`src/hdl/main_bus_pkg.sv`:
```
package main_bus_pkg;

    // APB request from a requester or towards a slave
    typedef struct packed {
        logic        sel;
        logic        enable;
        logic        write;
        logic [15:0] addr;    // byte address
        logic [15:0] wdata;
        logic [1:0]  strb;    // bit 1 upper byte, bit 0 lower byte
    } apb_req_t;

    typedef struct packed {
        logic        ready;
        logic        slverr;
        logic [15:0] rdata;
    } apb_rsp_t;

    typedef enum logic [1:0] {
        reg_none,
        reg_wram,
        reg_vram,
        reg_sys
    } region_e;

    // address map
    localparam logic [15:0] WRAM_BASE  = 16'h0000;
    localparam logic [15:0] WRAM_WORDS = 16'd512;
    localparam logic [15:0] VRAM_BASE  = 16'h4000;
    localparam logic [15:0] VRAM_WORDS = 16'd256;
    localparam logic [15:0] SYS_BASE   = 16'hC000;
    localparam logic [15:0] SYS_BYTES  = 16'h0100;   // decoded span of the register block

    // system block read offsets
    localparam logic [15:0] SYS_JOY     = 16'h0000;
    localparam logic [15:0] SYS_INPUTS  = 16'h0002;
    localparam logic [15:0] SYS_DIP     = 16'h0004;
    localparam logic [15:0] SYS_MBOX_IN = 16'h0008;

    // system block write offsets
    localparam logic [15:0] SYS_PRIO     = 16'h0010;
    localparam logic [15:0] SYS_SND      = 16'h0012;
    localparam logic [15:0] SYS_MBOX_OUT = 16'h0014;
    localparam logic [15:0] SYS_VINT_CLR = 16'h0016;

    // interrupt levels, highest wins
    localparam logic [2:0] IPL_VBL  = 3'd6;
    localparam logic [2:0] IPL_MCU  = 3'd5;
    localparam logic [2:0] IPL_EXT  = 3'd4;
    localparam logic [2:0] IPL_NONE = 3'd0;

    localparam logic [15:0] OPEN_BUS = 16'hFFFF;

endpackage
```
`src/hdl/vram_gate.sv`:
```
module vram_gate (
    input  logic                   clk,
    input  logic                   rst,
    input  main_bus_pkg::apb_req_t req,
    output main_bus_pkg::apb_rsp_t rsp,
    input  logic                   lvbl,
    input  logic                   lhbl
);
    import main_bus_pkg::*;

    localparam int AW = $clog2(VRAM_WORDS);

    logic [15:0]   mem [VRAM_WORDS];
    logic [15:0]   off;
    logic [AW-1:0] idx;
    logic [15:0]   rdata_q;
    logic          access;
    logic          blank;
    logic          blank_l;
    logic          blank_rise;
    logic          pending;
    logic [1:0]    cnt;     // 0 while waiting for blank
    logic          done;

    assign off        = req.addr - VRAM_BASE;
    assign idx        = off[AW:1];
    assign access     = req.sel & req.enable;
    assign blank      = ~lvbl | ~lhbl;
    assign blank_rise = blank & ~blank_l;
    assign done       = pending & (cnt == 2'd1);

    always_ff @(posedge clk or posedge rst) begin
        if (rst) begin
            blank_l <= 1'b0;
            pending <= 1'b0;
            cnt     <= '0;
        end else begin
            blank_l <= blank;
            if (done) begin
                pending <= 1'b0;
                cnt     <= '0;
            end else if (access && !pending) begin
                pending <= 1'b1;
                cnt     <= blank ? 2'd2 : 2'd0;   // inside blank counts at once
            end else if (pending && cnt == 2'd0) begin
                if (blank_rise) cnt <= 2'd2;   // display just went dark
            end else if (pending) begin
                cnt <= cnt - 2'd1;
            end
        end
    end

    always_ff @(posedge clk) begin
        rdata_q <= mem[idx];
        if (done && req.write) begin
            if (req.strb[0]) mem[idx][7:0] <= req.wdata[7:0];
            if (req.strb[1]) mem[idx][15:8] <= req.wdata[15:8];
        end
    end

    assign rsp.ready  = access & done;
    assign rsp.slverr = 1'b0;
    assign rsp.rdata  = rdata_q;

endmodule

```
`config.mk`:
```
export PLATFORM = sky130hd
export DESIGN_NAME = vram_gate
export DESIGN_NICKNAME = d
export VERILOG_FILES = /design/src/hdl/main_bus_pkg.sv /design/src/hdl/vram_gate.sv
export SDC_FILE = /design/constraint.sdc
export NUM_CORES = 2
export LEC_CHECK = 0
export BUFFER_PORTS_ARGS = -buffer_cell sky130_fd_sc_hd__buf_2
export CORE_MARGIN = 2
export CORE_UTILIZATION = 55
export CTS_CLUSTER_SIZE = 25
export DETAILED_ROUTE_END_ITERATION = 16
export PLACE_DENSITY = 0.76
export SLEW_MARGIN = 5
export SYNTH_ARGS = -nofsm -noshare
export SYNTH_HDL_FRONTEND = slang
export SYNTH_SLANG_ARGS = --single-unit
```
`constraint.sdc`:
```
create_clock -name clk -period 2.8 [get_ports clk]
set_input_delay 0.7 -clock clk [delete_from_list [all_inputs] [get_ports clk]]
set_output_delay 0.7 -clock clk [all_outputs]
set_load 0.01 [all_outputs]
```
==> metrics <==
outcome finished clean; synthesized area per cell 22.2 µm²; DRC viols 0; Crit path max-delay family compound AO/OA/AOI/OAI gates; register area share after synthesis 78.8%; CP endpoint kind register; clock power share 40.7%; Fill cells 16,600; Max stage delay on crit path 0.66 ns; Place WS -1.14 ns; DIE AREA 0.289 mm²; Layout Utilization 65.4%; post-CTS setup repair buffer count 0; sequential cell area 0.123 mm²; clk_skew 0.0425 ns; CP startpoint kind primary input; CP arrival 3.58 ns; Syn Nets 7,104; Max clock buf depth 4; part of the cycle the worst path needs 99.9%; die width 538 µm; Final Hold Fails 0; Max Transition Viols Final 0; Fmax 358 MHz; P per Cell Area 679 mW/mm²; io pins 59; synthesized area 0.157 mm²; first-pass GRT wire length 580 mm; Synth area leader edfxtp_1; hold slack final 0.187 ns; Iter 0 DRT Violations 12,400; critical path class in -> reg; Synth Register Bits 4,116; Num CTS Buffers 376; Leakage Power 0.0588 µW; most frequent cells in the layout edfxtp_1 (4,096), mux4_2 (1,024), buf_4 (921); Crit Path Max Fanout 24; Syn. warnings 0; ranking of synthesized cells by area edfxtp_1 (78%), mux4_2 (15%), a22oi_1 (2.5%); CP Cell Sequence buf_12, buf_12, buf_12, mux4_2, a22oi_1, a21oi_1, o41ai_1, buf_4, nand4_1; WL met2 197 mm; core area 0.283 mm²; DR top layer met5; worst min path class in -> reg; crit path time final 2.80 ns; Worst-Skew Late Latency 0.91 ns; Area Overhead vs Synth 18.0%; post-synth top area share 78.5%; max_cap viols 0; vias after detailed routing 81,200; Vias/cell 6.62; combinational share of power 5.2%; worst-margin pin slew 0.987 ns; GRT overflow 0; Post-Route M1 WL 138 mm; Cells after Synth 7,061; Worst Path Required 3.59 ns; internal power 99,300 µW; standard-cell rows 195; WL per Instance 32.6 µm; post-route antenna net violation count 0; die height 538 µm; Initial Util 55.4%; antenna violations before repair 23; Sw Ratio 21.0%; multi-input logic area 0.0320 mm²; relative slew slack 34.2%; RSZ-0062 raised after global routing no; Worst path slowest cell o41ai_1; All-Layer GR Usage 27.7%; CTS tree done; Root Buffer clkbuf_16; number of global-route vias before repair 83,400; post-detail-place hpwl 240 mm; Port Buffer Count 49; Pre-antenna DRT Iters 6; largest net degree at the start of global routing 101; Worst-path clk slew 0.07 ns; net switching power 26,300 µW; Sink Count 4,116; Routed WL 400 mm; wire length on met3 46.5 mm; setup ws final 0.00362 ns; H-tree depth 5; Cell variety after synth 27; register share of total power 54.1%; crit path buf inv count 4; Crit path top cell by count buf_12; final setup fails 0; most common cell after layout, fill and taps aside edfxtp_1; fraction of layout cells with a size suffix above 1 34.6%; worst vdd ir 0.000548 V; GPL Wtd Cong 0.859; Layout Nets 8,257
-- metal layers --
layer,global-route usage (%),up-vias
met5,0,-
li1,-,32300
met3,5.64,966
met1,37.1,42200
met2,45.0,5755
met4,11.8,18
-- registers in the layout, summed over array words and instances, names as in the netlist --
name / count
mem: 4096
pending: 1
cnt: 2
rdata_q: 16
blank_l: 1
-- worst register-to-register path, cell delays in order (launching register included) --
cell,delay (ns)
dfrtp_1,0.36
inv_1,0.10
ha_1,0.30
nand4_1,0.15
buf_4,0.25
nor2_1,0.37
buf_4,0.25
nand2_1,0.11
buf_12,0.18
nor2_1,0.14
buf_4,0.21
-- power groups by stage --
stage               clock, µW  sequential, µW  combinational (µW)
CTS                     51500           67900                6470
detailed placement          0           69200                6380
global placement            0           69200                6190
global route            53600           67800                6790
finish                  51200           67900                6540
floorplan                   0           69200                3000
-- layout make-up --
cell class              instances  area share (%)
diodes                         20          0.0271
clock inverters               221            1.19
flip-flops and latches       4116            66.7
multi-input cells            2478            17.3
clock buffers                 455            5.36
inverters                       3         0.00609
well taps                    3743            2.53
repair buffers               1239            6.86
-- timing repair --
action,in CTS,in global routing
hold endpoints to repair,5,0
hold buffers,3,0
pin swaps,0,0
setup endpoints to repair,2,2
resized for setup,2,2
-- synthesized netlist by cell type --
master	n
nand4_1	18
buf_2	77
buf_6	28
a211oi_1	2
mux4_2	1024
dfrtp_1	4
inv_1	3
or2_2	1
nand3_1	4
edfxtp_1	4096
and2_1	2
conb_1	1
o41ai_1	64
buf_1	34
clkbuf_1	314
ha_1	2
nand2_1	50
o21ai_0	1
nor2b_1	6
buf_4	11
or3b_2	1
nor2_1	528
a22oi_1	512
dfxtp_1	16
nand2b_1	2
mux2i_1	1
a21oi_1	259
-- worst paths after layout --
kind | depth (start not counted) | endpoint | slack (ns) | from
min reg2reg | 2 | cnt[1]$_DFFE_PP0P_ | 0.56 | cnt[1]$_DFFE_PP0P_
max in group asynchronous | 3 | cnt[0]$_DFFE_PP0P_ | 2.37 | rst
max reg2reg | 10 | mem[139][0]$_DFFE_PP_ | 0.10 | cnt[1]$_DFFE_PP0P_
min in group asynchronous | 3 | blank_l$_DFF_PP0_ | 0.26 | rst
max | 9 | rdata_q[12]$_DFF_P_ | 0.004 | req[19]
min | 3 | pending$_DFFE_PP0P_ | 0.19 | req[35]
-- logic make-up (layout without fill, tap and decap cells) --
group | after synthesis | in the layout | share of synthesized area, %
and+or+nand+nor | 612 | 612 | 1.52
AOI/OAI and AO/OA | 838 | 838 | 3.65
other | 1 | 21 | 0.00239
muxes | 1025 | 1025 | 14.7
buffers and inverters | 467 | 1918 | 1.34
DFF | 4116 | 4116 | 78.8
adders and majority gates | 2 | 2 | 0.0160
-- per-stage QoR --
step | instances | total power [µW] | instance area, µm² | setup TNS (ns)
finish | 12300 | 126000 | 185000 | 0
floorplan | 7061 | 72200 | 157000 | -19.38
detailed placement | 11600 | 75600 | 173000 | -298.37
CTS | 12300 | 126000 | 185000 | 0
global placement | 11600 | 75400 | 173000 | -132.57
global route | 12300 | 128000 | 185000 | 0
(Power assumes the default switching activity.)
