File: config.mk
export PLATFORM = sky130hd
export DESIGN_NAME = sys_regs
export DESIGN_NICKNAME = d
export VERILOG_FILES = /design/src/hdl/main_bus_pkg.sv /design/src/hdl/sys_regs.sv
export SDC_FILE = /design/constraint.sdc
export NUM_CORES = 1
export LEC_CHECK = 0
export ABC_AREA = 1
export ABC_CLOCK_PERIOD_IN_PS = 1450
export BUFFER_PORTS_ARGS = -buffer_cell sky130_fd_sc_hd__buf_4
export CAP_MARGIN = 25
export CORE_MARGIN = 2
export CORE_UTILIZATION = 47
export CTS_BUF_LIST = sky130_fd_sc_hd__clkbuf_4 sky130_fd_sc_hd__clkbuf_8
export DETAILED_ROUTE_END_ITERATION = 7
export PLACE_DENSITY = 0.89
export SYNTH_ARGS = -nofsm -noshare
export SYNTH_HDL_FRONTEND = slang
export SYNTH_SLANG_ARGS = --single-unit
File: constraint.sdc
create_clock -name clk -period 1.45 [get_ports clk]
set_input_delay 0.0725 -clock clk [delete_from_list [all_inputs] [get_ports clk]]
set_output_delay 0.0725 -clock clk [all_outputs]
set_load 0.1 [all_outputs]
File: src/hdl/main_bus_pkg.sv
package main_bus_pkg;

    // APB request from a requester or towards a slave
    typedef struct packed {
        logic        sel;
        logic        enable;
        logic        write;
        logic [15:0] addr;    // byte address
        logic [15:0] wdata;
        logic [1:0]  strb;    // bit 1 upper byte, bit 0 lower byte
    } apb_req_t;

    typedef struct packed {
        logic        ready;
        logic        slverr;
        logic [15:0] rdata;
    } apb_rsp_t;

    typedef enum logic [1:0] {
        reg_none,
        reg_wram,
        reg_vram,
        reg_sys
    } region_e;

    // address map
    localparam logic [15:0] WRAM_BASE  = 16'h0000;
    localparam logic [15:0] WRAM_WORDS = 16'd512;
    localparam logic [15:0] VRAM_BASE  = 16'h4000;
    localparam logic [15:0] VRAM_WORDS = 16'd256;
    localparam logic [15:0] SYS_BASE   = 16'hC000;
    localparam logic [15:0] SYS_BYTES  = 16'h0100;   // decoded span of the register block

    // system block read offsets
    localparam logic [15:0] SYS_JOY     = 16'h0000;
    localparam logic [15:0] SYS_INPUTS  = 16'h0002;
    localparam logic [15:0] SYS_DIP     = 16'h0004;
    localparam logic [15:0] SYS_MBOX_IN = 16'h0008;

    // system block write offsets
    localparam logic [15:0] SYS_PRIO     = 16'h0010;
    localparam logic [15:0] SYS_SND      = 16'h0012;
    localparam logic [15:0] SYS_MBOX_OUT = 16'h0014;
    localparam logic [15:0] SYS_VINT_CLR = 16'h0016;

    // interrupt levels, highest wins
    localparam logic [2:0] IPL_VBL  = 3'd6;
    localparam logic [2:0] IPL_MCU  = 3'd5;
    localparam logic [2:0] IPL_EXT  = 3'd4;
    localparam logic [2:0] IPL_NONE = 3'd0;

    localparam logic [15:0] OPEN_BUS = 16'hFFFF;

endpackage
File: src/hdl/sys_regs.sv
module sys_regs (
    input  logic                   clk,
    input  logic                   rst,
    input  main_bus_pkg::apb_req_t req,
    output main_bus_pkg::apb_rsp_t rsp,
    input  logic [8:0]             joystick1,
    input  logic [8:0]             joystick2,
    input  logic [1:0]             start_button,
    input  logic [1:0]             coin_input,
    input  logic                   service,
    input  logic [7:0]             dipsw_a,
    input  logic [7:0]             dipsw_b,
    input  logic                   lvbl,
    input  logic                   ext_irq_n,    // active low
    input  logic [15:0]            mcu_dout,
    input  logic                   mcu_irq,
    output logic [15:0]            mcu_din,
    output logic [7:0]             snd_latch,
    output logic                   snd_req,
    output logic [2:0]             prisel,
    output logic [2:0]             ipl
);
    import main_bus_pkg::*;

    logic [15:0] off;
    logic        access;
    logic        wr;
    logic        rd;
    logic        rd_hit;
    logic        wr_hit;
    logic [15:0] rd_data;
    logic        vint;
    logic        mcu_int;
    logic        lvbl_l;
    logic        mcu_irq_l;

    assign off    = req.addr - SYS_BASE;
    assign access = req.sel & req.enable;
    assign wr     = access & req.write;
    assign rd     = access & ~req.write;

    always_comb begin
        rd_data = OPEN_BUS;
        rd_hit  = 1'b1;
        case (off)
            SYS_JOY:     rd_data = {joystick2[7:0], joystick1[7:0]};
            SYS_INPUTS:  rd_data = {8'hFF, ~lvbl, service, coin_input, start_button,
                                    joystick2[8], joystick1[8]};
            SYS_DIP:     rd_data = {dipsw_b, dipsw_a};
            SYS_MBOX_IN: rd_data = mcu_dout;
            default:     rd_hit  = 1'b0;
        endcase
    end

    assign wr_hit = (off == SYS_PRIO) || (off == SYS_SND) ||
                    (off == SYS_MBOX_OUT) || (off == SYS_VINT_CLR);

    // zero wait states
    assign rsp.ready  = access;
    assign rsp.slverr = access & (req.write ? ~wr_hit : ~rd_hit);
    assign rsp.rdata  = rd_data;

    always_ff @(posedge clk or posedge rst) begin
        if (rst) begin
            prisel    <= '0;
            snd_latch <= '0;
            snd_req   <= 1'b0;
            mcu_din   <= '0;
            vint      <= 1'b0;
            mcu_int   <= 1'b0;
            lvbl_l    <= 1'b0;
            mcu_irq_l <= 1'b0;
        end else begin
            lvbl_l    <= lvbl;
            mcu_irq_l <= mcu_irq;
            snd_req   <= wr && (off == SYS_SND);   // one cycle strobe to the sound CPU

            if (wr && off == SYS_PRIO) prisel <= req.wdata[2:0];
            if (wr && off == SYS_SND) snd_latch <= req.wdata[7:0];
            if (wr && off == SYS_MBOX_OUT) mcu_din <= req.wdata;

            if (wr && off == SYS_VINT_CLR) begin
                vint <= 1'b0;
            end else if (!lvbl && lvbl_l) begin
                vint <= 1'b1;   // start of vertical blank
            end

            // reading the mailbox acknowledges the MCU
            if (rd && off == SYS_MBOX_IN) begin
                mcu_int <= 1'b0;
            end else if (mcu_irq && !mcu_irq_l) begin
                mcu_int <= 1'b1;
            end
        end
    end

    always_comb begin
        if (vint) begin
            ipl = IPL_VBL;
        end else if (mcu_int) begin
            ipl = IPL_MCU;
        end else if (!ext_irq_n) begin
            ipl = IPL_EXT;
        end else begin
            ipl = IPL_NONE;
        end
    end

endmodule

==> metrics.csv <==
stage,metric,value,unit
status,status,finished with violations,
status,violations,negative setup slack,
clock_network,clk_latency,0.28,ns
sta,finalCriticalPeriod,1.48,ns
synth,yosys.area.top_type_share,37.0,%
route,highest_layer,met4,
synth,synthMuxAreaShare,0,%
route,ant_nets,0,
clock_network,clock-root-buffer,clkbuf_8,
global_routing,grt_start_max_net_pins,39,
floorplan,initial_core_util,49.3,%
setup_path,arrival,1.41,ns
floorplan,dieArea,0.00516,mm²
sta,layout_setup_ws,-0.0294,ns
power_and_ir_drop,switching_share,24.4,%
synth,synth_compound_area_share,8.97,%
power_and_ir_drop,p_seq_share,47.1,%
global_routing,antenna_found_initial,0,
run,drv_cap,0,
setup_path,critPathKind,input pin to primary output,
setup_path,start_kind,input pin,
route,vias,2868,
route,drt-total-wl,8680,µm
sta,worst_pin_slew,0.385,ns
setup_path,cp_cell_sequence,buf_4 > nor2_2 > nand2_1 > nor2_4 > buf_4 > nand3_1 > nand2_1 > nor2_1 > nand2_2 > buf_12,
synth,synthTopCellsByCount,"nand2_1, nand3_1, inv_1",
synth,synth_area_leaders,"dfrtp_1, nand2_1, nand3_1, inv_1, nor2_1",
setup_path,slowest_delay,0.19,ns
finish,area_growth,78.9,%
synth,synth_top_area_cell,dfrtp_1,
setup_path,crit_fanout,6,
placement,dpl.cell_count,505,
finish,fin_nets,571,
synth,synth_xor_xnor_area_share,0,%
route,first_pass_iters,4,
route,wl_met1,2910,µm
setup_path,critical_path_required,1.38,ns
setup_path,ff2ff_path_depth,4,
synth,synth-seq-cells,32,
power_and_ir_drop,p_leak,2.16,nW
synth,synthSimpleGateAreaFrac,42.9,%
floorplan,die_h,71.8,µm
worst_hold_path,whs_path_depth,3,
placement,pre_cts_slack,-0.0374,ns
synth,synth_flop_cell,dfrtp_1,
synth,synth_top_family_by_area,simple AND/OR/NAND/NOR gates,
synth,postSynthCellCount,312,
route,via_per_inst,5.45,
power_and_ir_drop,pwr_density_cell,492,mW/mm²
sta,clock.fmax,676,MHz
finish,fin_cells,526,
placement,port_buffers,143,
synth,async_reset_ff_share,100,%
route,route.met2.wl,4670,µm
synth,ys_types,20,
setup_path,crit_cells,10,
finish,diodes,0,
power_and_ir_drop,p_clk_share,34.0,%
clock_network,htree_levels,2,
floorplan,rows,24,
global_routing,track_usage,29.1,%
route,drc,0,
power_and_ir_drop,power.net_switching,0.000464,W
route,wl_met3,894,µm
route,drt_first_iter_violations,222,
finish,layout-drive-gt1-share,47.3,%
route,wire_per_inst,16.5,µm
synth,yosysMostFrequentCell,nand2_1,
sta,post-route-period-util,102,%
power_and_ir_drop,comb_power_share,18.9,%
synth,synthAdderAreaFrac,0,%
setup_path,path_delay_family,simple AND/OR/NAND/NOR gates,
synth,synth-edff-count,0,
floorplan,die_w,71.8,µm
clock_network,clockBufferDepth,2,
power_and_ir_drop,irDropWorstVdd,0.914,mV
sta,timing.hold.ws,0.0383,ns
placement,hpwl,5390,µm
synth,synth_warnings,0,
synth,synth_area_per_cell,6.93,µm²
worst_hold_path,hold_path_class,input pin to register,
sta,slew_headroom,74.3,%
setup_path,critPathBufInv,3,
sta,hold_viol_final,0,
placement,globalplace.congestion,0.817,
synth,yosysSeqAreaShare,37.0,%
clock_network,clkSlewWorstSetupHoldPaths,0.06,ns
setup_path,reg2reg_slack,0.65,ns
global_routing,grt_pass1_wl,12000,µm
setup_path,end_kind,primary output,
sta,slew_viol_final,0,
synth,synth_area,0.00216,mm²
floorplan,fp.coreArea,0.00438,mm²
clock_network,cts_buffers,5,
sta,finalClockSkew,0.00386,ns
floorplan,ios,146,
synth,synth_fp_nets,409,
power_and_ir_drop,p_int,0.00144,W
global_routing,grt_pass1_vias,2648,
clock_network,tritoncts,done,
clock_network,cts_sinks,32,
sta,setup_viol,2,
setup_path,slowest_stage,nor2_4,
global_routing,grt.overflow.total,0,
==> final timing paths <==
check | endpoint | start
hold / removal | mcu_din[12]$_DFFE_PP0P_ | req[14]
max in group asynchronous | mcu_din[13]$_DFFE_PP0P_ | rst
setup / recovery | rsp[3] | req[21]
setup reg to reg | vint$_DFFE_PP0P_ | vint$_DFFE_PP0P_
hold reg to reg | snd_latch[6]$_DFFE_PP0P_ | snd_latch[6]$_DFFE_PP0P_
min in group asynchronous | mcu_din[15]$_DFFE_PP0P_ | rst
==> cells in the final DEF, fill, tap and decap left out, types with 2 or more instances in the layout <==
| cell | count |
|---|---|
| nor2_1 | 25 |
| inv_1 | 33 |
| buf_12 | 12 |
| clkbuf_16 | 3 |
| buf_4 | 139 |
| nand2_2 | 20 |
| dfrtp_1 | 32 |
| clkbuf_8 | 5 |
| nor2_8 | 2 |
| nor2_4 | 9 |
| nor2_2 | 3 |
| o21ai_2 | 9 |
| nand2_1 | 74 |
| o21ai_1 | 17 |
| nand2_4 | 4 |
| dlygate4sd3_1 | 3 |
| nand3_1 | 59 |
| buf_8 | 6 |
| buf_6 | 7 |
| o21ai_0 | 6 |
==> through the flow <==
step | power, W | TNS [ns] | cell area, µm² | util (%)
after floorplan | 0.00101 | 0 | 2210 | -
after global placement | 0.00122 | 0 | 3390 | 77.2
after detailed placement | 0.00123 | -0.209 | 3390 | 77.2
after CTS | 0.00188 | 0 | 3560 | 81.3
after global routing | 0.00199 | -0.460 | 3870 | 88.2
final | 0.00190 | -0.0320 | 3870 | 88.2
==> cell families (layout without fill, tap and decap cells) <==
| kind of cell | Yosys count | after routing |
|---|---|---|
| flops | 32 | 32 |
| simple gates | 199 | 200 |
| buf+inv | 49 | 210 |
| compound gates | 32 | 32 |
==> what timing repair did <==
item | 4_1_cts | 5_1_grt
hold endpoints to repair | 34 | 0
gates cloned | 0 | 5
setup buffers | 0 | 6
pin swaps | 1 | 8
endpoints found under the setup margin | 17 | 17
hold buffers | 3 | 0
resized for setup | 18 | 38
==> worst reg2reg max path, cell delays in order (launching register included) <==
cell and delay (ns):
dfrtp_1 0.41, inv_1 0.10, nand2_1 0.05, o21ai_0 0.07, inv_1 0.06
==> power groups by stage <==
stage / sequential [W] / clock, W / combinational [W]
final: 0.000897 / 0.000647 / 0.000361
after global routing: 0.000896 / 0.000712 / 0.000384
after CTS: 0.000897 / 0.000660 / 0.000325
after detailed placement: 0.000913 / 0 / 0.000314
after global placement: 0.000913 / 0 / 0.000306
after floorplan: 0.000913 / 0 / 0.0000951
==> metal layers <==
metal / GRT usage (%) / up-vias
met5: 0 / -
met4: 7.97 / 0
met3: 8.16 / 22
met2: 54.1 / 164
met1: 32.2 / 1365
li1: - / 1317
==> layout make-up <==
class | instances | area, µm²
repair buffers | 170 | 1560
multi-input cells | 232 | 1240
flip-flops and latches | 32 | 801
fillers | 204 | 517
inverters | 33 | 124
clock buffers | 6 | 76.3
well taps | 52 | 65.1
clock inverters | 1 | 5.00
==> state kept, by name, summed over array words and instances, names as in the netlist <==
signal	count
snd_latch	8
lvbl_l	1
vint	1
mcu_irq_l	1
snd_req	1
mcu_int	1
mcu_din	16
prisel	3
(Power assumes the default switching activity.)
