**src/hdl/main_bus_pkg.sv**
```systemverilog
package main_bus_pkg;

    // APB request from a requester or towards a slave
    typedef struct packed {
        logic        sel;
        logic        enable;
        logic        write;
        logic [15:0] addr;    // byte address
        logic [15:0] wdata;
        logic [1:0]  strb;    // bit 1 upper byte, bit 0 lower byte
    } apb_req_t;

    typedef struct packed {
        logic        ready;
        logic        slverr;
        logic [15:0] rdata;
    } apb_rsp_t;

    typedef enum logic [1:0] {
        reg_none,
        reg_wram,
        reg_vram,
        reg_sys
    } region_e;

    // address map
    localparam logic [15:0] WRAM_BASE  = 16'h0000;
    localparam logic [15:0] WRAM_WORDS = 16'd512;
    localparam logic [15:0] VRAM_BASE  = 16'h4000;
    localparam logic [15:0] VRAM_WORDS = 16'd256;
    localparam logic [15:0] SYS_BASE   = 16'hC000;
    localparam logic [15:0] SYS_BYTES  = 16'h0100;   // decoded span of the register block

    // system block read offsets
    localparam logic [15:0] SYS_JOY     = 16'h0000;
    localparam logic [15:0] SYS_INPUTS  = 16'h0002;
    localparam logic [15:0] SYS_DIP     = 16'h0004;
    localparam logic [15:0] SYS_MBOX_IN = 16'h0008;

    // system block write offsets
    localparam logic [15:0] SYS_PRIO     = 16'h0010;
    localparam logic [15:0] SYS_SND      = 16'h0012;
    localparam logic [15:0] SYS_MBOX_OUT = 16'h0014;
    localparam logic [15:0] SYS_VINT_CLR = 16'h0016;

    // interrupt levels, highest wins
    localparam logic [2:0] IPL_VBL  = 3'd6;
    localparam logic [2:0] IPL_MCU  = 3'd5;
    localparam logic [2:0] IPL_EXT  = 3'd4;
    localparam logic [2:0] IPL_NONE = 3'd0;

    localparam logic [15:0] OPEN_BUS = 16'hFFFF;

endpackage
```
**src/hdl/addr_decoder.sv**
```systemverilog
module addr_decoder (
    input  main_bus_pkg::apb_req_t bus_req,
    output main_bus_pkg::apb_rsp_t bus_rsp,
    output main_bus_pkg::apb_req_t wram_req,
    input  main_bus_pkg::apb_rsp_t wram_rsp,
    output main_bus_pkg::apb_req_t vram_req,
    input  main_bus_pkg::apb_rsp_t vram_rsp,
    output main_bus_pkg::apb_req_t sys_req,
    input  main_bus_pkg::apb_rsp_t sys_rsp
);
    import main_bus_pkg::*;

    localparam logic [15:0] WRAM_BYTES = 16'(2 * WRAM_WORDS);
    localparam logic [15:0] VRAM_BYTES = 16'(2 * VRAM_WORDS);

    logic [15:0] wram_off;
    logic [15:0] vram_off;
    logic [15:0] sys_off;
    region_e     region;

    // offsets wrap below the base so one compare per window is enough
    assign wram_off = bus_req.addr - WRAM_BASE;
    assign vram_off = bus_req.addr - VRAM_BASE;
    assign sys_off  = bus_req.addr - SYS_BASE;

    always_comb begin
        if (wram_off < WRAM_BYTES) begin
            region = reg_wram;
        end else if (vram_off < VRAM_BYTES) begin
            region = reg_vram;
        end else if (sys_off < SYS_BYTES) begin
            region = reg_sys;
        end else begin
            region = reg_none;
        end
    end

    always_comb begin
        wram_req     = bus_req;
        wram_req.sel = bus_req.sel & (region == reg_wram);
        vram_req     = bus_req;
        vram_req.sel = bus_req.sel & (region == reg_vram);
        sys_req      = bus_req;
        sys_req.sel  = bus_req.sel & (region == reg_sys);
    end

    always_comb begin
        case (region)
            reg_wram: bus_rsp = wram_rsp;
            reg_vram: bus_rsp = vram_rsp;
            reg_sys:  bus_rsp = sys_rsp;
            default: begin
                // nobody home, end the access phase with an error
                bus_rsp.ready  = bus_req.sel & bus_req.enable;
                bus_rsp.slverr = bus_req.sel & bus_req.enable;
                bus_rsp.rdata  = OPEN_BUS;
            end
        endcase
    end

endmodule

```
**config.mk**
```make
export PLATFORM = sky130hd
export DESIGN_NAME = addr_decoder
export DESIGN_NICKNAME = d
export VERILOG_FILES = /design/src/hdl/main_bus_pkg.sv /design/src/hdl/addr_decoder.sv
export SDC_FILE = /design/constraint.sdc
export NUM_CORES = 1
export LEC_CHECK = 0
export BUFFER_PORTS_ARGS = -buffer_cell sky130_fd_sc_hd__buf_2
export CORE_MARGIN = 10
export CORE_UTILIZATION = 30
export DETAILED_ROUTE_END_ITERATION = 10
export PLACE_DENSITY = 0.95
export SLEW_MARGIN = 5
export SYNTH_ARGS = -nofsm -noshare
export SYNTH_HDL_FRONTEND = slang
export SYNTH_SLANG_ARGS = --single-unit
```
**constraint.sdc**
```tcl
create_clock -name vclk -period 2.8
set_clock_uncertainty 0.1 [all_clocks]
set_input_delay 0.7 -clock vclk [all_inputs]
set_output_delay 0.7 -clock vclk [all_outputs]
set_load 0.01 [all_outputs]
```
==> impl_metrics.ini, run 1 <==
[status]
status = finished with violations
violations = negative setup slack

[yosys]
syn_nets = 294
syn_area_per_cell_sq_um = 6.73
netlist_instances = 203
synth_warnings = 0
synthDistinctLibCells = 18
syn_area_sq_um = 1370
seq_area_frac_synth_pct = 0

[global_routing]
grt_pass1_vias = 1350
grt_max_degree = 37
antenna_found_initial = 0
grt_pass1_wl_um = 6920
grt.total_usage_pct = 10.7
overflow = 0

[timing]
hold_viol = 0
report.final.setup_viol = 18
max_slew_margin_pct = 79.7
period_needed_ns = 2.86
fmax_mhz = 350
setup_tns_ns = -0.560
setup_slack_ns = -0.0605
rsz0062_at_grt = yes
whs_ns = 1.30
slew_violations = 0
tightest_slew_ns = 0.304
period_share_pct = 102

[finish]
drive_gt1_share_pct = 63.0
finalInstanceArea_sq_um = 1320
nets = 304
final_cell_mix = buf_2, nand3_1, nand4_1, buf_4
fin_util_pct = 30.0
design.seq.count = 0
layout_commonest_cell = buf_2
regArea_sq_um = 0
finalNonFillerCells = 263
antennaDiodeCount = 0
clkbuf_count = 0
syn_to_final_growth_pct = -3.66

[route]
drc_errors = 0
drtAntennaViolNets = 0
first_pass_iters = 5
viasPerCell = 5.13
via_count = 1349
wl_per_cell_um = 18.6
totalWireLength_um = 4890
drt_iter0_markers = 94

[hold_path]
holdPathStages = 0
hold_start = bus_req[4]
hold_path_class = primary input to primary output
holdPathEnd = sys_req[4]

[critical_path]
crit_path_start = bus_req[30]
cp-start-kind = primary input
worst_ep_required_time_ns = 2.00
critPathMaxFanout = 8
cp-end-kind = primary output
critPathKind = primary input to primary output
cp_data_arrival_time_ns = 2.06

[pwr]
total_power_mw = 0.146
p_leak_nw = 0.586
vdd_drop_max_uv = 45.3
power_density_nw_per_um2 = 111

[floorplan]
core_sq_um = 4380
io_pins = 220
die_area_sq_um = 7650
initial_core_util_pct = 31.2
die_height_um = 87.5
die_x_um = 87.5
core.rowCount = 24

[place]
place_inst = 263
globalplace.congestion = 0.766
place_ws_ns = -0.129
dp.final_hpwl_um = 4200
dpl_cell_area_sq_um = 1290
io_buffers = 112

[clocking]
cts_hold_buf = 0
post_cts_buffers = 0

[job]
maxCapViolations = 0
## worst max-delay path, cell delays in order
cell and delay [ns]:
buf_6 0.09, or4_4 0.54, a221oi_4 0.28, buf_6 0.19
nand4_1 0.09, buf_2 0.16
## power breakdown
group	internal (mW)	switching, mW	total, mW
Sequential	0	0	0
Clock	0	0	0
Combinational	0.0720	0.0743	0.146
## worst max-delay path by stage
| stage | end | slack [ns] | cells past startpoint |
|---|---|---|---|
| floorplan | bus_rsp[0] | 0.14 | 4 |
| global placement | bus_rsp[0] | -0.04 | 6 |
| detailed placement | bus_rsp[7] | -0.13 | 6 |
| CTS | bus_rsp[7] | -0.08 | 6 |
| global route | bus_rsp[6] | -0.12 | 6 |
| finish | bus_rsp[7] | -0.06 | 6 |
## cell type report
type / count / area, sq um
multi-input cells: 85 / 544
well taps: 52 / 65.1
repair buffers: 126 / 707
fillers: 479 / 3070
## kinds of logic (layout without fill, tap and decap cells)
logic type / count (synthesis) / count (layout) / synth area share [%]
simple gates: 80 / 80 / 33.2
compound gates: 5 / 5 / 3.94
buf+inv: 118 / 126 / 62.8
## layer usage
metal,vias up,routed length (um),share of wire (%),GRT usage [%]
met5,-,0,0,0
met4,0,105,2.1,3.48
met3,24,698,14,4.78
met2,111,2510,51,19.4
met1,604,1580,32,10.6
li1,610,-,-,-
## Yosys cell counts, drive strengths merged
| cell | count | area, sq um |
|---|---|---|
| nor3b | 1 | 12.5 |
| a21oi | 2 | 10.0 |
| nand2b | 2 | 12.5 |
| nand4 | 16 | 100 |
| nand3 | 50 | 250 |
| nor2b | 3 | 18.8 |
| buf | 111 | 832 |
| nor4bb | 1 | 10.0 |
| nand2 | 1 | 3.75 |
| nor4 | 1 | 12.5 |
| and3 | 3 | 18.8 |
| nor2 | 1 | 3.75 |
| clkbuf | 7 | 26.3 |
| a221oi | 1 | 26.3 |
| or4 | 1 | 11.3 |
| o221ai | 2 | 17.5 |
## timing repair
| item | CTS | global route |
|---|---|---|
| endpoints found under the hold margin | 0 | 0 |
| setup endpoints to repair | 17 | 18 |
| resized for setup | 3 | 2 |
Note: power is estimated with default switching activity, not from simulation.
==> run 2: changes to the inputs <==
CORE_AREA = 2 2 84 86   (was unset)
CORE_MARGIN = unset   (was 10)
CORE_UTILIZATION = unset   (was 30)
DIE_AREA = 0 0 86 88   (was unset)
PLACE_DENSITY = 0.72   (was 0.95)
SETUP_SLACK_MARGIN = 0.15   (was unset)
==> impl_metrics.ini, run 2 (same netlist as run 1, synthesis figures left out) <==
[pwr]
internal_power_mw = 0.0767
p_leak_nw = 0.615
p_sw_mw = 0.0764
seqPwrFrac_pct = 0
power_density_nw_per_um2 = 105
power_frac_clock_pct = 0
vdd_drop_max_uv = 39.2
p_comb_share_pct = 100.0
switching_share_pct = 49.9

[place]
dpl_cell_area_sq_um = 1310
globalplace.congestion = 0.703
place_ws_ns = -0.0582
io_buffers = 112
dp.final_hpwl_um = 3260

[timing]
tightest_slew_ns = 0.283
fmax_mhz = 350
period_share_pct = 102
report.final.setup_viol = 7
rsz0062_at_grt = yes
max_slew_margin_pct = 81.1
period_needed_ns = 2.86
hold_viol = 0
slew_violations = 0
setup_slack_ns = -0.0571

[global_routing]
grt_pass1_wl_um = 6330
grt_pass1_vias = 1199
grt_max_degree = 28
antenna_found_initial = 0
overflow = 0
grt.total_usage_pct = 10.5

[finish]
clkbuf_count = 0
regArea_sq_um = 0
nFillCells = 747
nets = 308
syn_to_final_growth_pct = 6.87
finalInstanceArea_sq_um = 1460
drive_gt1_share_pct = 64.7
antennaDiodeCount = 0
design.seq.count = 0
final_cell_mix = buf_2, nand3_1, nand4_1, buf_4, buf_6
layout_commonest_cell = buf_2

[critical_path]
cp_data_arrival_time_ns = 2.06
critPathMaxFanout = 11
cp-start-kind = primary input
worst_ep_required_time_ns = 2.00
cp-end-kind = primary output
critPathKind = primary input to primary output

[floorplan]
io_pins = 220
initial_core_util_pct = 20.6
die_x_um = 86
die_height_um = 88
core_sq_um = 6640
core.rowCount = 30
die_area_sq_um = 7570

[route]
via_count = 1326
totalWireLength_um = 4510
first_pass_iters = 4
drtAntennaViolNets = 0
drc_errors = 0
wl_per_cell_um = 15.3
drt_iter0_markers = 50
viasPerCell = 4.49

[clocking]
cts_hold_buf = 0

[status]
violations = negative setup slack
status = finished with violations

[job]
maxCapViolations = 0

[hold_path]
hold_path_class = primary input to primary output
run 2: cell count changes in the layout (fill, tap and decap cells not counted):
cell       delta
buf_16        +1
buf_4         -1
buf_12        +1
and3_1        -3
o221ai_2      -1
o221ai_1      +1
clkbuf_16     +1
buf_6         +4
buf_2         -2
and3_4        +3
run 2: through the flow:
| step | cells | setup TNS [ns] | util, % | power, mW | hold slack (ns) |
|---|---|---|---|---|---|
| finish | 295 | -0.184 | 22.0 | 0.153 | 1.30 |
| global route | 295 | -0.846 | 22.0 | 0.166 | 1.30 |
| CTS | 292 | -0.235 | 20.7 | 0.150 | 1.30 |
| detailed placement | 289 | -0.464 | 19.7 | 0.141 | 1.30 |
| global placement | 289 | -0.345 | 19.7 | 0.139 | 1.30 |
| floorplan | 203 | 0 | - | 0.188 | 1.39 |
run 2: repair_timing:
item / in CTS / in global routing
gates resized for setup: 3 / 11
pin swaps: 1 / 1
setup endpoints to repair: 21 / 21
gates cloned: 2 / 1
setup buffers: 1 / 2
run 2: critical path: stages:
cell and delay, ns:
buf_6 0.09, or4_4 0.53, a221oi_4 0.27, buf_12 0.18
nand4_1 0.12, buf_2 0.17
run 2: path summary, 6_finish.rpt:
| kind | startpoint | endpoint | slack (ns) | cells after the start |
|---|---|---|---|---|
| hold / removal | bus_req[24] | vram_req[24] | 1.30 | 0 |
| setup / recovery | bus_req[30] | bus_rsp[15] | -0.06 | 6 |
run 2: layer usage:
layer | vias up | track usage (%) | routed length [um]
met2 | 84 | 18.2 | 2140
met5 | - | 0 | 0
met1 | 602 | 13.2 | 1840
met3 | 17 | 1.79 | 429
met4 | 0 | 3.32 | 95
li1 | 623 | - | -
run 2: area by class of cell:
cell class | count | area, sq um | area share [%]
repair buffers | 130 | 807 | 55.3
well taps | 80 | 100 | 6.86
multi-input cells | 85 | 553 | 37.9
run 2: power groups by stage:
stage	clock (mW)	sequential (mW)	combinational, mW
after floorplan	0	0	0.188
after global placement	0	0	0.139
after detailed placement	0	0	0.141
after CTS	0	0	0.150
after global routing	0	0	0.166
final	0	0	0.153
