## src/hdl/main_bus_pkg.sv

```systemverilog
package main_bus_pkg;

    // APB request from a requester or towards a slave
    typedef struct packed {
        logic        sel;
        logic        enable;
        logic        write;
        logic [15:0] addr;    // byte address
        logic [15:0] wdata;
        logic [1:0]  strb;    // bit 1 upper byte, bit 0 lower byte
    } apb_req_t;

    typedef struct packed {
        logic        ready;
        logic        slverr;
        logic [15:0] rdata;
    } apb_rsp_t;

    typedef enum logic [1:0] {
        reg_none,
        reg_wram,
        reg_vram,
        reg_sys
    } region_e;

    // address map
    localparam logic [15:0] WRAM_BASE  = 16'h0000;
    localparam logic [15:0] WRAM_WORDS = 16'd512;
    localparam logic [15:0] VRAM_BASE  = 16'h4000;
    localparam logic [15:0] VRAM_WORDS = 16'd256;
    localparam logic [15:0] SYS_BASE   = 16'hC000;
    localparam logic [15:0] SYS_BYTES  = 16'h0100;   // decoded span of the register block

    // system block read offsets
    localparam logic [15:0] SYS_JOY     = 16'h0000;
    localparam logic [15:0] SYS_INPUTS  = 16'h0002;
    localparam logic [15:0] SYS_DIP     = 16'h0004;
    localparam logic [15:0] SYS_MBOX_IN = 16'h0008;

    // system block write offsets
    localparam logic [15:0] SYS_PRIO     = 16'h0010;
    localparam logic [15:0] SYS_SND      = 16'h0012;
    localparam logic [15:0] SYS_MBOX_OUT = 16'h0014;
    localparam logic [15:0] SYS_VINT_CLR = 16'h0016;

    // interrupt levels, highest wins
    localparam logic [2:0] IPL_VBL  = 3'd6;
    localparam logic [2:0] IPL_MCU  = 3'd5;
    localparam logic [2:0] IPL_EXT  = 3'd4;
    localparam logic [2:0] IPL_NONE = 3'd0;

    localparam logic [15:0] OPEN_BUS = 16'hFFFF;

endpackage
```

## src/hdl/bus_arbiter.sv

```systemverilog
module bus_arbiter (
    input  logic                  clk,
    input  logic                  rst,
    input  main_bus_pkg::apb_req_t m0_req,   // main CPU
    output main_bus_pkg::apb_rsp_t m0_rsp,
    input  main_bus_pkg::apb_req_t m1_req,   // sound/protection MCU
    output main_bus_pkg::apb_rsp_t m1_rsp,
    output main_bus_pkg::apb_req_t bus_req,
    input  main_bus_pkg::apb_rsp_t bus_rsp
);
    import main_bus_pkg::*;

    logic     busy;
    logic     owner;    // 0 cpu, 1 mcu
    logic     last;     // owner of the previous transfer
    logic     setup;    // first granted cycle
    apb_req_t own_req;

    always_ff @(posedge clk or posedge rst) begin
        if (rst) begin
            busy  <= 1'b0;
            owner <= 1'b0;
            last  <= 1'b1;   // cpu wins the first tie
            setup <= 1'b0;
        end else if (!busy) begin
            if (m0_req.sel || m1_req.sel) begin
                busy  <= 1'b1;
                setup <= 1'b1;
                // round robin only matters when both ask
                owner <= (m0_req.sel && m1_req.sel) ? ~last : m1_req.sel;
            end
        end else begin
            setup <= 1'b0;
            if (bus_rsp.ready) begin
                busy <= 1'b0;   // released in the next cycle
                last <= owner;
            end
        end
    end

    // the bus sees a fresh setup phase even if the port
    // already waits in its access phase
    always_comb begin
        own_req = owner ? m1_req : m0_req;
        bus_req = '0;
        if (busy) begin
            bus_req        = own_req;
            bus_req.enable = own_req.enable & ~setup;
        end
    end

    // losing port sees nothing and keeps waiting
    assign m0_rsp = (busy && !owner) ? bus_rsp : '0;
    assign m1_rsp = (busy && owner)  ? bus_rsp : '0;

endmodule

```

## config.mk

```make
export PLATFORM = sky130hd
export DESIGN_NAME = bus_arbiter
export DESIGN_NICKNAME = d
export VERILOG_FILES = /design/src/hdl/main_bus_pkg.sv /design/src/hdl/bus_arbiter.sv
export SDC_FILE = /design/constraint.sdc
export NUM_CORES = 1
export LEC_CHECK = 0
export BUFFER_PORTS_ARGS = -buffer_cell sky130_fd_sc_hd__buf_4
export CAP_MARGIN = 20
export CELL_PAD_IN_SITES_DETAIL_PLACEMENT = 0
export CELL_PAD_IN_SITES_GLOBAL_PLACEMENT = 2
export CORE_MARGIN = 2
export CORE_UTILIZATION = 11
export DETAILED_ROUTE_END_ITERATION = 10
export PLACE_DENSITY_LB_ADDON = 0.15
export SKIP_CTS_REPAIR_TIMING = 1
export SYNTH_ARGS = -nofsm -noshare
export SYNTH_HDL_FRONTEND = slang
export SYNTH_SLANG_ARGS = --single-unit
```

## constraint.sdc

```tcl
create_clock -name clk -period 2.4 [get_ports clk]
set_clock_uncertainty 0.1 [all_clocks]
set_input_delay 0.12 -clock clk [delete_from_list [all_inputs] [get_ports clk]]
set_output_delay 0.12 -clock clk [all_outputs]
set_load 0.02 [all_outputs]
```

==> run summary, run 1 <==
Per report_power, the combinational group accounts for 79.1% of the total. The total congestion overflow is 0. By area, the combinational part of the netlist is dominated by simple AND/OR/NAND/NOR gates.

Synthesized netlist net count: 232. The min-delay analysis places its worst path in the category in2reg. The die covers 0.00968 mm^2. The peak supply drop is 0.174 mV.

The run finished with clean final reports. Of all flip-flops after synthesis, the portion carrying an async set or reset was 100%. The die is 98.4 um tall. The number of cell rows was 34; the minimum setup slack in the final design was 596 ps. Switching power: 0.611 mW.

Across the run, the number of max-cap violations was 0. Yosys mapped a number of flops with a built-in enable equal to 0. The tools report the post-route setup TNS as 0 ps. After detailed routing, the number of remaining DRC violations is 0. The critical path is of the reg2out type. Setup violations remaining at the end of the flow were counted as 0.

Static timing analysis puts the maximum clock frequency at 0.554 GHz. Total number of clock tree sinks: 4. The critical path goes through buf_12, mux2i_1, nor2_1, buf_4.

The count of mapped cells out of synthesis was 138; the count of yosys warnings during synthesis was 0. The antenna violation net count after detailed routing came out at 0. After detailed placement, the design holds a cell count of 403.

The initial utilization of the core area, before any placement, comes to 11.3%. Placed wire-length estimate after detailed placement: 4410 um. The tools report the data arrival time of the critical path as 1580 ps. The routed layout has 1527 vias. The largest total area in the synthesized netlist belongs to sky130_fd_sc_hd__mux2i_1. The run gives 980 um^2 as the post-synthesis instance area. The number of vias per cell was 3.74; the switching share of power was 46.3%.

The number of synthesized register bits works out to 4. The congestion estimate from routability-driven global placement came to 0.707. The core utilization of the finished layout is 27.5%, and the pin slew with the least headroom to its limit is 425 ps. The worst setup path is launched from a flop. The final max-slew violation count was 0.

Slowest cell on the critical path: sky130_fd_sc_hd__dfrtp_2. On the worst path, the slowest cell contributes a delay of 620 ps. The run gives 0 as the total count of hold-check failures in the final report.

The logs give 978 for the layout filler cell count and 2 for the number of buffers between clock root and the deepest sink. Flip-flop cell with the highest count after synthesis: sky130_fd_sc_hd__dfrtp_1. Clock-pin slew was measured on the worst setup and hold paths at 40 ps.

The x dimension of the die is 98.4 um. The post-synthesis area per instance was 7.10 um^2. Sorting the synthesized cells by area gives the leading types as sky130_fd_sc_hd__mux2i_1 38%, sky130_fd_sc_hd__nor2_1 14%, sky130_fd_sc_hd__and2_1 11%, sky130_fd_sc_hd__and3_1 11%, sky130_fd_sc_hd__dfrtp_1 7.7%.

The core area is 0.00868 mm^2, and the minimum clock period is 1800 ps. In this run the tightest slew margin relative to its limit is 71.6%. Of the total synthesized cell area, the portion taken by full adders, half adders and majority gates is 0%. Summing all multi-input logic gate instances after layout gives 793 um^2. In the finished design, the share of the clock period the worst path needs comes to 75.2%. For this design the top-level I/O count stands at 167. The count of H-tree levels built during CTS came out at 1. Input and output buffers added on the ports amount to 166.

The synthesized netlist devotes 2.68% of its cell area to compound gates. Grouping stages by cell kind, the critical path spends the most delay in flip-flops. Registers take 103 um^2. The number of clock buffers added by TritonCTS is 3. Summed over all cells, the static leakage comes to 1.40 nW.

The worst path buffer plus inverter count came out at 2. STA classifies the critical path endpoint as an output pin. The maximum number of pins on one net before global-route repair was 29; the total inserted antenna cells was 0. After the first detailed-routing iteration, the DRC count stood at 21.

The via count of the first global-routing pass is 1568. Cell internal power was estimated by the tool at 0.710 mW. Iteration count of the initial detailed-routing pass: 4. The synthesis-to-finish area growth is 143%, and the initial antenna violation count is 0.

Sequential cells burn 9.2% of the power. The tools report the total detailed-routing wirelength as 5350 um. The cell sitting at the root of the clock tree is a sky130_fd_sc_hd__clkbuf_8.

The clock reaches the later pin of the worst-skew pair after 220 ps. By count the netlist is led by 37 x sky130_fd_sc_hd__mux2i_1, 37 x sky130_fd_sc_hd__nor2_1, 18 x sky130_fd_sc_hd__and2_1, 18 x sky130_fd_sc_hd__and3_1, 7 x sky130_fd_sc_hd__clkbuf_1. The share of total power dissipated in the clock network is 11.7%. Of the post-synthesis cell area, the dominant cell type holds 37.8%. Setup repair after global routing left no endpoint under its margin. Before CTS, the worst setup slack after placement is 789 ps.

For the share of the yosys chip area belonging to registers, the log shows 10.3%. The global-route wire length before repair came out at 8070 um. Of the total synthesized cell area, the portion taken by AND, OR, NAND and NOR gates is 40.5%. The post-detailed-route wirelength per cell is 13.1 um, and the overall track demand over capacity in global routing is 10.5%. The data required time of the critical path was 2180 ps; the total power divided by cell area was 554 mW/mm^2. The tools report the count of distinct cell types in the synthesized netlist as 18.

The highest net fanout along the worst path came out at 25. The portion of synthesized area spent on multiplexers is 37.8%. The net count of the finished layout is 395. TritonCTS built the clock tree. The fraction of layout cells with a size suffix above 1 was 58.7%; the share of the synthesized netlist area taken by xor and xnor gates was 0%.

Once layout is complete, the cells apart from fillers number 408.
[cells in the final DEF (no fill, tap or decap), drive strengths merged]
master | Yosys | routed
a21o | 1 | 1
a32o | 1 | 1
and2 | 18 | 18
and2b | 1 | 1
and3 | 18 | 18
buf | 6 | 170
clkbuf | 7 | 4
dfrtp | 3 | 3
dfstp | 1 | 1
dlygate4sd3 | 0 | 1
inv | 2 | 2
mux2i | 37 | 37
nand2 | 2 | 2
nand2b | 1 | 1
nor2 | 37 | 37
nor3 | 2 | 2
o31a | 1 | 1
[worst paths after layout]
path / from / to / slack, ps / depth (start not counted)
hold / removal: m0_req[36] / busy / 60 / 2
setup reg to reg: busy / owner / 990 / 3
hold reg to reg: last / last / 410 / 1
setup / recovery: owner / bus_req[15] / 600 / 4
min in group asynchronous: rst / setup / 270 / 3
max in group asynchronous: rst / last / 1700 / 3
[logic make-up after synthesis]
family                 after synthesis
AO/OA/AOI/OAI                        3
flip-flops                           4
buffers and inverters               15
AND/OR/NAND/NOR                     79
multiplexers                        37
[final cells by class]
class	instances	area share [%]
Clock buffer	4	1.89
Inverter	2	0.315
Multi-Input combinational cell	119	33.3
Sequential cell	4	4.31
Tap cell	108	5.67
Timing Repair Buffer	171	54.5
[power groups by stage]
stage / sequential (mW) / clock, mW / combinational, mW
global route: 0.127 / 0.167 / 1.12
floorplan: 0.0914 / 0 / 0.633
CTS: 0.123 / 0.159 / 1.06
detailed placement: 0.124 / 0 / 1.06
global placement: 0.124 / 0 / 1.07
finish: 0.121 / 0.155 / 1.05
[metal layers]
layer | up-vias | GRT usage [%] | share of wire (%)
li1 | 791 | - | -
met1 | 664 | 10.6 | 34
met2 | 72 | 20.5 | 56
met3 | 0 | 4.29 | 9.4
met4 | 0 | 1.26 | 0
met5 | - | 0 | 0
[flip-flops by register name, summed over array words and instances (netlist names)]
| signal | count |
|---|---|
| setup | 1 |
| busy | 1 |
| last | 1 |
| owner | 1 |
[metrics by stage]
step	hold slack [ps]	cell area, um^2	total power, mW
floorplan	-215	980	0.724
global placement	-75.8	2330	1.20
detailed placement	-71.2	2330	1.18
CTS	-307	2370	1.34
global route	61.3	2380	1.42
finish	63.2	2380	1.32
Note: power is estimated with default switching activity, not from simulation.
==> run 2: changes to the inputs <==
--- a/config.mk
+++ b/config.mk
@@ -5,12 +5,13 @@
 export SDC_FILE = /design/constraint.sdc
 export NUM_CORES = 1
 export LEC_CHECK = 0
+export ABC_AREA = 1
 export BUFFER_PORTS_ARGS = -buffer_cell sky130_fd_sc_hd__buf_4
 export CAP_MARGIN = 20
 export CELL_PAD_IN_SITES_DETAIL_PLACEMENT = 0
 export CELL_PAD_IN_SITES_GLOBAL_PLACEMENT = 2
 export CORE_MARGIN = 2
-export CORE_UTILIZATION = 11
+export CORE_UTILIZATION = 10
 export DETAILED_ROUTE_END_ITERATION = 10
 export PLACE_DENSITY_LB_ADDON = 0.15
 export SKIP_CTS_REPAIR_TIMING = 1
==> constraint.sdc (replaced) <==
create_clock -name clk -period 1.75 [get_ports clk]
set_clock_uncertainty 0.1 [all_clocks]
set_input_delay 0.0875 -clock clk [delete_from_list [all_inputs] [get_ports clk]]
set_output_delay 0.0875 -clock clk [all_outputs]
set_load 0.02 [all_outputs]
==> run summary, run 2 <==
The run finished with clean final reports. The final count of negative-setup-slack endpoints is 0. Leaving out fill and tap cells, the most frequent cell in the layout is sky130_fd_sc_hd__buf_4. The maximum achievable frequency came out at 0.644 GHz. The congestion estimate from routability-driven global placement came to 0.737. The post-route DRC violation count is 0.

The number of cell rows was 37. The pin slew with the least headroom to its limit was 379 ps; the total congestion overflow was 0. Counting flops with a built-in enable in the synthesized netlist gives 0. The max-capacitance violation count came out at 0. The run gives 299 as the synthesized netlist net count.

In this run the static leakage power is 1.49 nW. The final max-slew violation count was 0. Of all nets on the critical path, the largest fanout is 17.

By count the netlist is led by 83 x sky130_fd_sc_hd__nand2_1, 38 x sky130_fd_sc_hd__nand3_1, 29 x sky130_fd_sc_hd__nor2_1. Walking the worst path, the cells encountered are buf_4, nand2_2, nor2_1, buf_4. The post-detailed-route wirelength per cell was 11.2 um. The buffer cell driving the clock tree root was sky130_fd_sc_hd__clkbuf_8. The run gives 8620 um as the global-route wire length before repair. Summing over every cut layer, the via total after detailed routing is 1814.

The data required time of the critical path was 1560 ps; the data arrival time of the critical path was 1370 ps. The via count of the first global-routing pass is 1775, and the total count of hold-check failures in the final report is 0. Summed over all instances, the cell type with the most area after synthesis is sky130_fd_sc_hd__nand2_1. The clock reaches the later pin of the worst-skew pair after 220 ps. 167 I/O pins were placed. The antenna violation net count after detailed routing is 0, and the total number of clock tree sinks is 4.

The worst setup path is captured at an output pin. The tools report the peak supply drop as 0.488 mV. Summed over all nets, the switching power comes to 1.49 mW. The CTS buffer count was 3. The area fraction of the dominant cell type after synthesis is 29.9%, and the count of yosys warnings during synthesis is 0. TritonCTS built the clock tree. In this design, the critical path's most frequently occurring cell is sky130_fd_sc_hd__buf_4.

The tools report the internal power component as 1.25 mW. The count of nets after finishing came out at 466. The flip-flop cell with the highest count after synthesis is sky130_fd_sc_hd__dfrtp_1. Slowest cell on the critical path: sky130_fd_sc_hd__dfrtp_1.

Leaving out fill and tap cells, the most frequent cells in the layout are 173 x sky130_fd_sc_hd__buf_4, 83 x sky130_fd_sc_hd__nand2_1, 38 x sky130_fd_sc_hd__nand3_1. The number of vias per cell came out at 3.58. For the total detailed-routing wirelength, the log shows 5690 um.

By area the synthesized netlist is led by sky130_fd_sc_hd__nand2_1 30%, sky130_fd_sc_hd__nand3_1 18%, sky130_fd_sc_hd__nor2_4 11%, sky130_fd_sc_hd__nor2_1 10%, sky130_fd_sc_hd__inv_1 7.6%. The headroom to the max-slew limit is 74.7%, and the async set or reset register ratio after synthesis is 100%. Input and output buffers added on the ports amount to 166. The x dimension of the die was 106 um; the initial antenna violation count was 0. The count of distinct cell types in the synthesized netlist came out at 15. Synthesis produced 205 cells.

The worst path buffer plus inverter count is 2, and the share of the yosys chip area belonging to registers is 9.71%. STA classifies the critical path startpoint as a flop. Once the floorplan was initialized, standard cells occupied 10.2% of the core. Registers are responsible for 6.0% of the overall power.

For the part of the power in combinational logic, the log shows 86.5%. Setup repair after global routing left no endpoint under its margin. The largest single stage delay on the critical path is 360 ps. The worst setup path is of the reg2out kind.

Entering global routing, the biggest net connects 37 pins. The run gives 2 as the number of buffers between clock root and the deepest sink. The post-route netlist has 51.5% of its cells at a drive strength greater than 1. The run gives 1171 as the layout filler cell count. The class of the tightest hold or removal check is in2reg.

For the count of H-tree levels built during CTS, the log shows 1. Global routing consumed, over all layers together, 9.30% of the routing resources. The floorplan step defined a die boundary enclosing 0.0113 mm^2.

The fraction of power consumed by the clock network was 7.5%. Clock-pin slew was measured on the worst setup and hold paths at 30 ps. Summed over all nets, the half-perimeter wirelength after detailed placement is 4530 um. The area growth from synthesis to layout is 138%.

The design draws 2.74 mW. The number of antenna diodes in the final layout is 0. The core area was 0.0102 mm^2; the post-synthesis instance area was 0.00104 mm^2. Each instance of the synthesized netlist takes up on average 5.09 um^2. On the critical path the largest part of the delay comes from simple AND/OR/NAND/NOR gates. Die span in y: 106 um. Power spread over the standard cell area amounts to 1100 mW/mm^2. The number of synthesized register bits works out to 4. Cell with the most instances after synthesis: sky130_fd_sc_hd__nand2_1.

In the final timing run, aggregate negative setup slack is 0 ps. For this block, the initial DRC count from the detailed router was 81. Net switching is 54.4% of the power. The final worst-path cycle share is 88.7%, and the minimum clock period is 1550 ps. The first detailed-routing pass took 4 iterations.
-- run 2: power by group through the flow --
stage          logic [mW]  clock network (mW)  registers [mW]
3_5_place_dp         2.42                   0           0.167
2_1_floorplan        1.40                   0           0.160
6_report             2.37               0.206           0.164
4_1_cts              2.42               0.215           0.166
3_3_place_gp         2.44                   0           0.166
5_1_grt              2.60               0.222           0.169
-- run 2: cell type report --
class                           count  area (um^2)  share of cell area [%]
Sequential cell                     4          101                    4.08
Inverter                           23         86.3                    3.47
Timing Repair Buffer              176         1340                    53.8
Clock buffer                        4         45.0                    1.81
Tap cell                          136          170                    6.84
Multi-Input combinational cell    164          744                    29.9
-- run 2: logic make-up (layout without fill, tap and decap cells) --
logic type	count (synthesis)	after routing	synth area share, %
compound gates	3	3	1.44
buf+inv	37	203	18.9
flops	4	4	9.71
simple gates	161	161	69.9
-- run 2: path summary, 6_finish.rpt --
path	start	to	slack, ps	cells past startpoint
worst max-delay path	busy	m0_rsp[6]	200	4
worst min-delay path	m1_req[36]	owner	50	3
worst max register to register	owner	last	550	3
worst min register to register	last	last	400	2
max in group asynchronous	rst	last	1110	3
min in group asynchronous	rst	busy	210	3
-- run 2: per-layer routing --
metal | track usage, % | up-vias | share of wire (%)
met3 | 1.35 | 2 | 6.6
met2 | 18.1 | 77 | 54
met5 | 0 | - | 0
li1 | - | 952 | -
met1 | 10.8 | 783 | 39
met4 | 1.41 | 0 | 0.70
-- run 2: worst register-to-register path: stages (launching register included) --
cell and delay [ps]:
sky130_fd_sc_hd__dfrtp_1 400, sky130_fd_sc_hd__nand2_1 110, sky130_fd_sc_hd__buf_4 370, sky130_fd_sc_hd__o21ai_0 140
-- run 2: metrics by stage --
step | util, % | area (um^2) | hold WS (ps) | worst slack [ps] | instances
6_report | 24.3 | 2490 | 47.4 | 197 | 507
4_1_cts | 24.1 | 2470 | -343 | 153 | 505
2_1_floorplan | - | 1040 | -247 | 557 | 205
3_5_place_dp | 23.7 | 2420 | -109 | 392 | 501
5_1_grt | 24.3 | 2490 | 83.1 | 70.1 | 507
3_3_place_gp | 23.7 | 2420 | -110 | 383 | 501
==> run 3: changes to the inputs <==
--- a/config.mk
+++ b/config.mk
@@ -11,7 +11,8 @@
 export CELL_PAD_IN_SITES_DETAIL_PLACEMENT = 0
 export CELL_PAD_IN_SITES_GLOBAL_PLACEMENT = 2
 export CORE_MARGIN = 2
-export CORE_UTILIZATION = 10
+export CORE_UTILIZATION = 11
+export CTS_CLUSTER_SIZE = 40
 export DETAILED_ROUTE_END_ITERATION = 10
 export PLACE_DENSITY_LB_ADDON = 0.15
 export SKIP_CTS_REPAIR_TIMING = 1
==> constraint.sdc (replaced) <==
create_clock -name clk -period 1.8 [get_ports clk]
set_clock_uncertainty 0.1 [all_clocks]
set_input_delay 0.09 -clock clk [delete_from_list [all_inputs] [get_ports clk]]
set_output_delay 0.09 -clock clk [all_outputs]
set_load 0.02 [all_outputs]
==> run summary, run 3 (synthesis gave the netlist of run 2 again) <==
The most used cell along the critical path is sky130_fd_sc_hd__buf_4. Pin slew with the least headroom to its limit: 388 ps. Setup violations remaining at the end of the flow were counted as 0. The quantity of I/O buffers inserted on ports came out at 166. The flow ran to the end, and the final reports show no timing, DRC or antenna violations.

The logs give 1 for the count of H-tree levels built during CTS and 0 for the max-capacitance violation count. The most common cell after layout, fill and taps aside was sky130_fd_sc_hd__buf_4. The slowest stage of the critical path belongs to the cell sky130_fd_sc_hd__dfrtp_1. IR analysis of the VDD net gives a maximum drop of 0.267 mV.

In this run, CTS created clock tree buffers numbering 3. The overall track demand over capacity in global routing was 9.73%. Based on the critical path, the design can be clocked at up to 0.642 GHz. The routability-driven placement congestion ratio is 0.715, and the core area is 0.00924 mm^2.

For the count of routing violations after the opening detailed-route iteration, the log shows 42. Worst setup path category: reg2out. Launching element type of the critical path: a flop. The headroom to the max-slew limit was 74.1%.

The final max-slew violation count is 0. The clock slew seen by the registers of the worst setup and hold paths came out at 40 ps. The sequential standard cell area is 101 um^2. The delay of the slowest cell on the worst path was 410 ps; the fraction of layout cells with a size suffix above 1 was 51.2%.

The detailed router placed 1792 vias in this run. The tree built by TritonCTS fans out to 4 sinks. For this run, the share of the core covered by cells in the final layout is 26.7%. The area growth from synthesis to layout is 136%.

The total area of multi-input combinational cells was 749 um^2; the boundary pin count was 167. The total congestion overflow is 0, and the minimum clock period is 1560 ps. After detailed routing, the number of remaining DRC violations is 0.

For this design the static power due to leakage is 1.48 nW. The clock latency at the later pin of the worst-skew pair was 220 ps; the data required time of the critical path was 1610 ps. The die span in y came out at 101 um. The number of cell rows was 35. Initial antenna violation count: 0.

The initial core utilization is 11.3%. The layout filler cell count is 1057, and the post-detailed-route wirelength per cell is 11.2 um. The x dimension of the die works out to 101 um. In this run the remaining antenna-violating nets after routing total 0.

For the non-filler instance count after layout, the log shows 498. The finished cells cover 0.00247 mm^2. The die covers 0.0103 mm^2.

The number of instances in the placed design came out at 492. The tools report the iteration count of the initial detailed-routing pass as 4. Wires add up to 5600 um. The number of vias per cell works out to 3.60. The worst path uses 86.6% of the clock period. The class of the tightest hold or removal check is in2reg.

Setup repair after global routing left no endpoint under its margin. The run gives 1613 as the via count of the first global-routing pass. Maximum number of pins on one net before global-route repair: 31. For the final routed database, the setup TNS stands at 0 ps. The run gives 0 as the total inserted antenna cells.

The global-route wire length before repair was 7980 um; the total power divided by cell area was 1070 mW/mm^2. Leaving out fill and tap cells, the most frequent cells in the layout are 171 x sky130_fd_sc_hd__buf_4, 83 x sky130_fd_sc_hd__nand2_1, 38 x sky130_fd_sc_hd__nand3_1. For the data arrival time of the critical path, the log shows 1370 ps. Traced cell by cell, the critical path runs through inv_2, buf_4, nand2_4, nor2_1, buf_4. TritonCTS built the clock tree. The highest net fanout along the worst path is 17.

The run gives 2 as the number of buffers between clock root and the deepest sink. For the cell area after placement, the log shows 0.00240 mm^2. The placed wire-length estimate after detailed placement is 4480 um. The kind of end point of the critical path is an output pin.

Clock tree synthesis selected as its root buffer the cell sky130_fd_sc_hd__clkbuf_8. The total count of hold-check failures in the final report was 0. In the final design database the tool counted 464 nets.
run 3: cell types whose count changed in the layout (fill, tap and decap cells not counted):
cell                      change
sky130_fd_sc_hd__buf_4        -2
sky130_fd_sc_hd__nand2_2      -1
sky130_fd_sc_hd__nand2_4      +1
run 3: metrics by stage:
| stage | power, mW | hold slack, ps | setup slack, ps |
|---|---|---|---|
| 6_report | 2.65 | 40.1 | 242 |
| 5_1_grt | 2.88 | 66.1 | 57.2 |
| 3_5_place_dp | 2.47 | -109 | 360 |
| 4_1_cts | 2.69 | -341 | 119 |
| 2_1_floorplan | 1.52 | -245 | 605 |
| 3_3_place_gp | 2.48 | -103 | 398 |
run 3: worst paths after layout:
check	to	cells past startpoint	startpoint	slack (ps)
max	m0_rsp[3]	5	owner	240
min reg2reg	setup	2	setup	380
min in group asynchronous	owner	3	rst	220
min	owner	3	m1_req[36]	40
max reg2reg	last	3	owner	580
max in group asynchronous	last	3	rst	1150
run 3: area by class of cell:
cell class | count | share of cell area (%)
Multi-Input combinational cell | 164 | 30.4
Timing Repair Buffer | 174 | 53.7
Inverter | 23 | 3.50
Clock buffer | 4 | 1.83
Tap cell | 129 | 6.54
Sequential cell | 4 | 4.11
run 3: where the power goes:
part           internal (mW)  leakage, nW  switching [mW]  total (mW)
Clock                  0.152       0.0228          0.0536       0.205
Sequential             0.133       0.0458          0.0292       0.162
Combinational          0.916         1.41            1.36        2.28
run 3: worst max-delay path, delay by kind of cell (launching register included):
family / cells / cell delay (ps)
buffers and inverters: 3 / 440
flip-flops: 1 / 410
AND/OR/NAND/NOR: 2 / 280
run 3: per-layer routing:
metal / GRT usage (%) / vias up / share of wire, %
li1: - / 946 / -
met5: 0 / - / 0
met2: 19.0 / 76 / 54
met3: 1.93 / 2 / 6.9
met4: 1.25 / 0 / 0.18
met1: 11.1 / 768 / 39
